[config.mk]
export PLATFORM = sky130hd
export DESIGN_NAME = ntps_interfaces
export DESIGN_NICKNAME = d
export VERILOG_FILES = /design/src/design/ntps_bus_pkg.sv /design/src/design/ntps_port_pkg.sv /design/src/design/ntps_clock_select.sv /design/src/design/ntps_interfaces.sv /design/src/design/ntps_port_regs.sv /design/src/design/ntps_read_return.sv /design/src/design/ntps_slot_decode.sv
export VERILOG_INCLUDE_DIRS = /design/src /design/src/design
export SDC_FILE = /design/constraint.sdc
export NUM_CORES = 2
export LEC_CHECK = 0
export BUFFER_PORTS_ARGS = -buffer_cell sky130_fd_sc_hd__buf_2
export CAP_MARGIN = 20
export CORE_AREA = 10 10 610 612
export DETAILED_ROUTE_END_ITERATION = 6
export DIE_AREA = 0 0 620 622
export PLACE_DENSITY = 0.36
export SYNTH_ARGS = -nofsm -noshare
export SYNTH_HDL_FRONTEND = slang
export SYNTH_SLANG_ARGS = --single-unit
[constraint.sdc]
create_clock -name axi_aclk -period 3.8 [get_ports axi_aclk]
set_input_delay 0.19 -clock axi_aclk [delete_from_list [all_inputs] [get_ports axi_aclk]]
set_output_delay 0.19 -clock axi_aclk [all_outputs]
set_load 0.02 [all_outputs]
[src/design/ntps_settings.svh]
/*
 Widths, slot numbers and register word offsets of the time server
 register side. Included by every file that needs one of them.
*/

`ifndef NTPS_SETTINGS_SVH
`define NTPS_SETTINGS_SVH

`define NTPS_NUM_PORTS 4
`define NTPS_NUM_SLOTS 12
`define NTPS_SLOT_NP0  3

`define NTPS_DATA_W   32
`define NTPS_ADDR_W   16
`define NTPS_SLOT_LSB 12
`define NTPS_WORD_LSB 2
`define NTPS_WORD_W   4

// Port 0 gen_config bit that picks time source B
`define NTPS_SEL_BIT 24

// Word offsets inside one network-path slot
`define NTPS_W_GEN_CONFIG 0
`define NTPS_W_NTP_CONFIG 1
`define NTPS_W_ROOT_DELAY 2
`define NTPS_W_ROOT_DISP  3
`define NTPS_W_REF_ID     4
`define NTPS_W_REF_TS_HI  5
`define NTPS_W_REF_TS_LO  6
`define NTPS_W_RX_OFS     7
`define NTPS_W_TX_OFS     8
`define NTPS_W_PP_STATUS  9
`define NTPS_W_SYNC_OK    10

`endif

[src/design/ntps_bus_pkg.sv]
/*
 Types of the host register bus: request, response and the decoded
 form of an accepted access that the register banks work from.
*/

`include "ntps_settings.svh"

package ntps_bus_pkg;

  //--------------------------------------------------
  // Host side
  //--------------------------------------------------
  typedef struct packed {
    logic                       write;
    logic [`NTPS_ADDR_W-1:0]    addr;
    logic [`NTPS_DATA_W-1:0]    wdata;
    logic [`NTPS_DATA_W/8-1:0]  strb;
  } bus_req_t;

  // Same codes as the AXI xRESP field
  typedef enum logic [1:0] {
    RESP_OKAY   = 2'd0,
    RESP_SLVERR = 2'd2
  } resp_code_t;

  typedef struct packed {
    resp_code_t                 code;
    logic [`NTPS_DATA_W-1:0]    data;
  } bus_resp_t;

  //--------------------------------------------------
  // Decoded access
  //--------------------------------------------------
  typedef logic [$clog2(`NTPS_NUM_PORTS)-1:0] port_idx_t;
  typedef logic [`NTPS_WORD_W-1:0]            word_idx_t;

  typedef struct packed {
    logic                       fire;
    logic                       write;
    port_idx_t                  port;
    word_idx_t                  word;
    logic                       error;
    logic [`NTPS_DATA_W-1:0]    wdata;
    logic [`NTPS_DATA_W/8-1:0]  strb;
  } decoded_t;

endpackage

[src/design/ntps_port_pkg.sv]
/*
 Types of the network-path side: the configuration words a port
 drives and the time stamps coming from the two time sources.
*/

`include "ntps_settings.svh"

package ntps_port_pkg;

  //--------------------------------------------------
  // Per-port configuration
  //--------------------------------------------------
  typedef struct packed {
    logic [`NTPS_DATA_W-1:0]   gen_config;
    logic [`NTPS_DATA_W-1:0]   ntp_config;
    logic [`NTPS_DATA_W-1:0]   root_delay;
    logic [`NTPS_DATA_W-1:0]   root_disp;
    logic [`NTPS_DATA_W-1:0]   ref_id;
    // Upper half from REF_TS_HI, lower half from REF_TS_LO
    logic [2*`NTPS_DATA_W-1:0] ref_ts;
    logic [`NTPS_DATA_W-1:0]   rx_ofs;
    logic [`NTPS_DATA_W-1:0]   tx_ofs;
  } port_config_t;

  //--------------------------------------------------
  // Time sources
  //--------------------------------------------------
  // NTP format, seconds in the upper 32 bits
  typedef logic [63:0] ntp_time_t;

  // One time source as seen by the select
  typedef struct packed {
    ntp_time_t ntp_time;
    logic      upd;
    logic      sync_ok;
  } time_src_t;

endpackage

[src/design/ntps_clock_select.sv]
/*
 Common time-source select. Registers the time and sync flag of the
 chosen source whenever that source signals an update.
*/

module ntps_clock_select
  import ntps_port_pkg::*;
(
  input  logic      axi_aclk,
  input  logic      arst_n,
  input  logic      select,
  input  time_src_t time_a,
  input  time_src_t time_b,
  output ntp_time_t ntp_time,
  output logic      ntp_sync_ok
);

  time_src_t src;

  // Low picks A, high picks B
  assign src = select ? time_b : time_a;

  // Update pulse of the other source has no effect
  always_ff @(posedge axi_aclk or negedge arst_n) begin
    if (!arst_n) begin
      ntp_time    <= '0;
      ntp_sync_ok <= 1'b0;
    end else if (src.upd) begin
      ntp_time    <= src.ntp_time;
      ntp_sync_ok <= src.sync_ok;
    end
  end

endmodule

[src/design/ntps_interfaces.sv]
/*
 Top level of the register side: the host bus decode, four
 network-path register banks in slots 3 to 6, the response path and
 the common time-source select driven from port 0.
*/

`include "ntps_settings.svh"

module ntps_interfaces
  import ntps_bus_pkg::*;
  import ntps_port_pkg::*;
(
  input  logic                    axi_aclk,
  input  logic                    arst_n,

  // Host request
  input  logic                    req_valid,
  input  bus_req_t                req,
  output logic                    req_ready,

  // Host response
  output logic                    rsp_valid,
  output bus_resp_t               rsp,
  input  logic                    rsp_ready,

  // Network paths
  output port_config_t            port_cfg  [`NTPS_NUM_PORTS],
  input  logic [`NTPS_DATA_W-1:0] pp_status [`NTPS_NUM_PORTS],

  // Time sources
  input  time_src_t               time_a,
  input  time_src_t               time_b,
  output ntp_time_t               ntp_time
);

  decoded_t                   dec;
  logic [`NTPS_NUM_PORTS-1:0] port_we;
  logic [`NTPS_DATA_W-1:0]    rd_words [`NTPS_NUM_PORTS];
  logic                       ntp_sync_ok;

  //--------------------------------------------------
  // Address decode
  //--------------------------------------------------
  ntps_slot_decode slot_decode0 (
    .req_valid (req_valid),
    .req       (req),
    .req_ready (req_ready),
    .dec       (dec),
    .port_we   (port_we)
  );

  //--------------------------------------------------
  // Network-path register banks
  //--------------------------------------------------
  for (genvar i = 0; i < `NTPS_NUM_PORTS; i++) begin : g_port
    ntps_port_regs port_regs0 (
      .axi_aclk    (axi_aclk),
      .arst_n      (arst_n),
      .dec         (dec),
      .we          (port_we[i]),
      .pp_status   (pp_status[i]),
      .ntp_sync_ok (ntp_sync_ok),
      .cfg         (port_cfg[i]),
      .rd_data     (rd_words[i])
    );
  end

  //--------------------------------------------------
  // Time select, controlled from port 0
  //--------------------------------------------------
  ntps_clock_select clock_select0 (
    .axi_aclk    (axi_aclk),
    .arst_n      (arst_n),
    .select      (port_cfg[0].gen_config[`NTPS_SEL_BIT]),
    .time_a      (time_a),
    .time_b      (time_b),
    .ntp_time    (ntp_time),
    .ntp_sync_ok (ntp_sync_ok)
  );

  //--------------------------------------------------
  // Response path
  //--------------------------------------------------
  ntps_read_return read_return0 (
    .axi_aclk  (axi_aclk),
    .arst_n    (arst_n),
    .dec       (dec),
    .rd_words  (rd_words),
    .req_ready (req_ready),
    .rsp_valid (rsp_valid),
    .rsp       (rsp),
    .rsp_ready (rsp_ready)
  );

endmodule

[src/design/ntps_port_regs.sv]
/*
 Register bank of one network path. Holds the nine writable
 configuration words with byte-strobed writes and returns any legal
 word, status included, as a combinational read word.
*/

`include "ntps_settings.svh"

module ntps_port_regs
  import ntps_bus_pkg::*;
  import ntps_port_pkg::*;
(
  input  logic                    axi_aclk,
  input  logic                    arst_n,
  input  decoded_t                dec,
  input  logic                    we,
  input  logic [`NTPS_DATA_W-1:0] pp_status,
  input  logic                    ntp_sync_ok,
  output port_config_t            cfg,
  output logic [`NTPS_DATA_W-1:0] rd_data
);

  // Writable words are 0..TX_OFS
  localparam int NUM_WR = `NTPS_W_TX_OFS + 1;
  localparam int NUM_BYTES = `NTPS_DATA_W / 8;

  logic [`NTPS_DATA_W-1:0] regs [NUM_WR];

  //--------------------------------------------------
  // Write side
  //--------------------------------------------------
  always_ff @(posedge axi_aclk or negedge arst_n) begin
    if (!arst_n) begin
      for (int i = 0; i < NUM_WR; i++) begin
        regs[i] <= '0;
      end
    end else if (we) begin
      // Decode never enables a write above TX_OFS
      for (int i = 0; i < NUM_WR; i++) begin
        if (dec.word == word_idx_t'(i)) begin
          for (int b = 0; b < NUM_BYTES; b++) begin
            if (dec.strb[b]) begin
              regs[i][8*b +: 8] <= dec.wdata[8*b +: 8];
            end
          end
        end
      end
    end
  end

  //--------------------------------------------------
  // Configuration outputs
  //--------------------------------------------------
  always_comb begin
    cfg.gen_config = regs[`NTPS_W_GEN_CONFIG];
    cfg.ntp_config = regs[`NTPS_W_NTP_CONFIG];
    cfg.root_delay = regs[`NTPS_W_ROOT_DELAY];
    cfg.root_disp  = regs[`NTPS_W_ROOT_DISP];
    cfg.ref_id     = regs[`NTPS_W_REF_ID];
    cfg.ref_ts     = {regs[`NTPS_W_REF_TS_HI], regs[`NTPS_W_REF_TS_LO]};
    cfg.rx_ofs     = regs[`NTPS_W_RX_OFS];
    cfg.tx_ofs     = regs[`NTPS_W_TX_OFS];
  end

  //--------------------------------------------------
  // Read mux
  //--------------------------------------------------
  always_comb begin
    rd_data = '0;
    for (int i = 0; i < NUM_WR; i++) begin
      if (dec.word == word_idx_t'(i)) begin
        rd_data = regs[i];
      end
    end
    if (dec.word == word_idx_t'(`NTPS_W_PP_STATUS)) begin
      rd_data = pp_status;
    end
    // Sync flag sits alone in bit 0
    if (dec.word == word_idx_t'(`NTPS_W_SYNC_OK)) begin
      rd_data = {{(`NTPS_DATA_W-1){1'b0}}, ntp_sync_ok};
    end
  end

endmodule

[src/design/ntps_read_return.sv]
/*
 Response side of the bus. Captures the response on the accepting
 edge, holds it until the host takes it and only then lets the next
 request in, so one access is in flight at a time.
*/

`include "ntps_settings.svh"

module ntps_read_return
  import ntps_bus_pkg::*;
(
  input  logic                    axi_aclk,
  input  logic                    arst_n,
  input  decoded_t                dec,
  input  logic [`NTPS_DATA_W-1:0] rd_words [`NTPS_NUM_PORTS],
  output logic                    req_ready,
  output logic                    rsp_valid,
  output bus_resp_t               rsp,
  input  logic                    rsp_ready
);

  bus_resp_t rsp_next;

  // Errors and writes carry zero data, reads carry the port's word
  always_comb begin
    if (dec.error) begin
      rsp_next.code = RESP_SLVERR;
      rsp_next.data = '0;
    end else begin
      rsp_next.code = RESP_OKAY;
      rsp_next.data = dec.write ? '0 : rd_words[dec.port];
    end
  end

  always_ff @(posedge axi_aclk or negedge arst_n) begin
    if (!arst_n) begin
      rsp_valid <= 1'b0;
    end else if (dec.fire) begin
      rsp_valid <= 1'b1;
    end else if (rsp_ready) begin
      rsp_valid <= 1'b0;
    end
  end

  // Held unchanged under back-pressure
  always_ff @(posedge axi_aclk) begin
    if (dec.fire) begin
      rsp <= rsp_next;
    end
  end

  // No new request while a response is outstanding
  assign req_ready = !rsp_valid;

endmodule

[src/design/ntps_slot_decode.sv]
/*
 Splits an accepted bus request into slot, port and word, flags every
 access that has no legal target and forms the per-port write enables.
*/

`include "ntps_settings.svh"

module ntps_slot_decode
  import ntps_bus_pkg::*;
(
  input  logic                       req_valid,
  input  bus_req_t                   req,
  input  logic                       req_ready,
  output decoded_t                   dec,
  output logic [`NTPS_NUM_PORTS-1:0] port_we
);

  localparam int SLOT_W = $clog2(`NTPS_NUM_SLOTS);

  logic [SLOT_W-1:0] slot;
  word_idx_t         word;
  logic              slot_ok;
  logic              word_ok;
  logic              ro_word;

  assign slot = req.addr[`NTPS_SLOT_LSB +: SLOT_W];
  assign word = req.addr[`NTPS_WORD_LSB +: `NTPS_WORD_W];

  // Only slots NP0..NP3 hold register banks
  assign slot_ok = (slot >= SLOT_W'(`NTPS_SLOT_NP0)) &&
                   (slot <  SLOT_W'(`NTPS_SLOT_NP0 + `NTPS_NUM_PORTS));
  assign word_ok = (word <= word_idx_t'(`NTPS_W_SYNC_OK));
  assign ro_word = (word == word_idx_t'(`NTPS_W_PP_STATUS)) ||
                   (word == word_idx_t'(`NTPS_W_SYNC_OK));

  always_comb begin
    dec.fire  = req_valid && req_ready;
    dec.write = req.write;
    dec.port  = port_idx_t'(slot - SLOT_W'(`NTPS_SLOT_NP0));
    dec.word  = word;
    dec.error = !slot_ok || !word_ok || (req.write && ro_word);
    dec.wdata = req.wdata;
    dec.strb  = req.strb;
  end

  // One-hot enable, only for a legal write that fires
  always_comb begin
    port_we = '0;
    for (int i = 0; i < `NTPS_NUM_PORTS; i++) begin
      if (dec.fire && dec.write && !dec.error && (dec.port == port_idx_t'(i))) begin
        port_we[i] = 1'b1;
      end
    end
  end

endmodule

==> flow_summary.ini <==
[clock_tree]
root_buffer = clkbuf_16
worst_skew_pair.late_latency_ns = 0.87
cts_max_path_buffers = 4
path_clk_slew_ns = 0.06
cts_tree = built
clock_sinks = 1251
cts-buffers-inserted = 171
htreeDepth = 4
cts_setup_buffers = 0

[power]
internal_power_mw = 24.8
clkPwrFrac_pct = 49.0
p_seq_share_pct = 39.6
powerDensity_mw_per_mm2 = 420
p_switching_mw = 10.1
combPwrFrac_pct = 11.4
power_mw = 34.8
p_leak_nw = 41.7
vdd_drop_max_uv = 289
switching_share_pct = 28.9

[routing]
vias = 53259
drc_errors = 0
viasPerCell = 4.64
drt_pass1_iterations = 5
ant_nets = 0
wl_per_cell_um = 41.8
drtIter0Drc = 5328
wirelength_mm = 479

[sta]
tightest_slew_ns = 1.18
rsz0062_at_grt = false
setup_ws_ns = 0.264
max_slew_margin_pct = 21.4
period_share_pct = 93.1
setup_violations = 0
finalHoldViolations = 0
fmax_mhz = 283
fin_tns_setup_ns = 0
holdWs_ns = 0.0751
finalMaxSlewViolations = 0
skew_ns = 0.0441
fin_crit_ns = 3.54

[run]
max-cap-violations = 0

[grt]
track_usage_pct = 23.7
grt_pass1_wl_mm = 610
antenna_found_initial = 105
grt.overflow.total = 0
grt_pass1_vias = 54153
grt_max_degree = 131

[setup_path]
critPathSlowestCell = dlygate4sd3_1
crit_buf_inv = 4
cp_max_fo = 3
crit_family = buffers and inverters
critical_path_class = reg -> reg
critPathCaptureType = flop
worstPathArrival_ns = 4.15
path_cells = mux4_2 > a21oi_1 > buf_4 > a211oi_1 > a221oi_1 > buf_4 > a21oi_1 > dlygate4sd3_1 > and4_1 > dlygate4sd3_1
critPathMaxStageDelay_ns = 0.58
required_ns = 4.41
critPathLaunchType = flop

[layout]
layout_commonest_cell = buf_2
nets = 6771
final_cell_area_mm2 = 0.0828
final_cell_mix = buf_2, dfrtp_1, mux2_2, mux2_1, dlygate4sd3_1
syn2layout_area_growth_pct = 39.7
drive_gt1_share_pct = 48.3
final_core_util_pct = 23.0
layout.cells.non_filler = 11478

[floorplanning]
die_w_um = 620
rows = 221
die_h_um = 622
start_util_pct = 16.4
ioPinCount = 1569
coreArea_mm2 = 0.361
dieArea_mm2 = 0.386

[placement]
dp_hpwl_mm = 369
place_area_mm2 = 0.0744
place_inst = 10823
gp_congestion = 0.895
port_buffers = 1559
post-place-ws_ns = 0.119

[logic_synthesis]
yosysWarningCount = 0
netlist_area_mm2 = 0.0593
avgSynthCellArea_um2 = 12.8
synth_fp_nets = 4942
synth_seq_area_share_pct = 53.1
synth-edff-count = 33
ys_types = 87
synth-async-reset-ratio_pct = 97.4
ys_ff_latch = 1251
syn_inst = 4620
synthFlopType = dfrtp_1

[status]
status = finished clean

[hold_path]
worstHoldPathType = in -> reg
## flip-flops by register name, summed over array words and instances, names as in the netlist
register / count
clock_select0.ntp_sync_ok: 1
g_port.port_regs0.cfg: 1152
read_return0.rsp_valid: 1
clock_select0.ntp_time: 64
read_return0.rsp: 33
## area by class of cell
type                            count  area, um^2
Sequential cell                  1251       31500
Inverter                           11        55.1
Tap cell                         4794        6000
Clock inverter                     57         771
Clock buffer                      239        4950
Fill cell                       39073      278000
Timing Repair Buffer             2071       13000
Multi-Input combinational cell   2943       26300
Antenna cell                      112         280
## layer usage
metal  track usage, %  up-vias  wire, um
met5                0        -        51
met4             10.1        8     23900
met3             6.16      636     34600
met2             40.2     2595    232000
met1             28.4    28902    188000
li1                 -    21118         -
## path summary, 6_finish.rpt
kind / from / end / slack [ns] / depth (start not counted)
min in group asynchronous: arst_n / g_port[1].port_regs0.cfg[23]$_DFFE_PN0P_ / 0.11 / 2
min: pp_status[107] / read_return0.rsp[11]$_SDFFCE_PP0P_ / 0.08 / 4
max reg2reg: g_port[2].port_regs0.cfg[178]$_DFFE_PN0P_ / read_return0.rsp[18]$_SDFFCE_PP0P_ / 0.26 / 10
max: g_port[2].port_regs0.cfg[178]$_DFFE_PN0P_ / read_return0.rsp[18]$_SDFFCE_PP0P_ / 0.26 / 10
max in group asynchronous: arst_n / g_port[1].port_regs0.cfg[88]$_DFFE_PN0P_ / 2.49 / 3
min reg2reg: g_port[1].port_regs0.cfg[198]$_DFFE_PN0P_ / g_port[1].port_regs0.cfg[198]$_DFFE_PN0P_ / 0.51 / 1
## power groups by stage
stage / Sequential (mW) / Combinational (mW) / Clock, mW
after global placement: 14.0 / 3.81 / 0
after CTS: 13.8 / 4.07 / 17.5
final: 13.8 / 3.98 / 17.0
after floorplan: 14.2 / 1.06 / 0
after detailed placement: 14.0 / 3.82 / 0
after global routing: 13.8 / 4.16 / 17.9
## logic make-up (layout without fill, tap and decap cells)
group	after synthesis	after routing	synth area share [%]
xor gates and xnor gates	1	1	0.0148
and+or+nand+nor	614	614	5.06
other	1	113	0.00632
DFF	1251	1251	53.1
muxes	1425	1425	28.4
adders and majority gates	6	6	0.122
buffers and inverters	426	2378	3.16
AOI/OAI and AO/OA	896	896	10.1
## cells in the mapped netlist (26+ instances only)
cell | instances | area [um^2]
o221ai_1 | 53 | 464
mux2i_1 | 142 | 1420
nand2_2 | 51 | 319
o22ai_1 | 65 | 407
a21oi_1 | 216 | 1080
edfxtp_1 | 33 | 991
nor2_1 | 102 | 383
mux4_2 | 87 | 1960
o21ai_0 | 186 | 931
a221oi_1 | 61 | 534
nor3_1 | 26 | 130
a22oi_1 | 77 | 578
nor2b_1 | 49 | 307
buf_2 | 116 | 581
nand2_1 | 254 | 953
mux2_1 | 325 | 3660
clkbuf_1 | 195 | 732
nand3_1 | 30 | 150
buf_4 | 26 | 195
buf_1 | 74 | 278
dfrtp_1 | 1218 | 30500
mux2_2 | 871 | 9810
## worst min-delay path, cell delays in order
cell	delay [ns]
buf_2	0.10
a221oi_1	0.07
a31o_2	0.25
a32oi_1	0.17
## what timing repair did
| item | in CTS | in global routing |
|---|---|---|
| hold endpoints to repair | 899 | 0 |
| gates resized for setup | 0 | 0 |
| hold buffers | 247 | 0 |
Power figures use the tool's default switching activity.
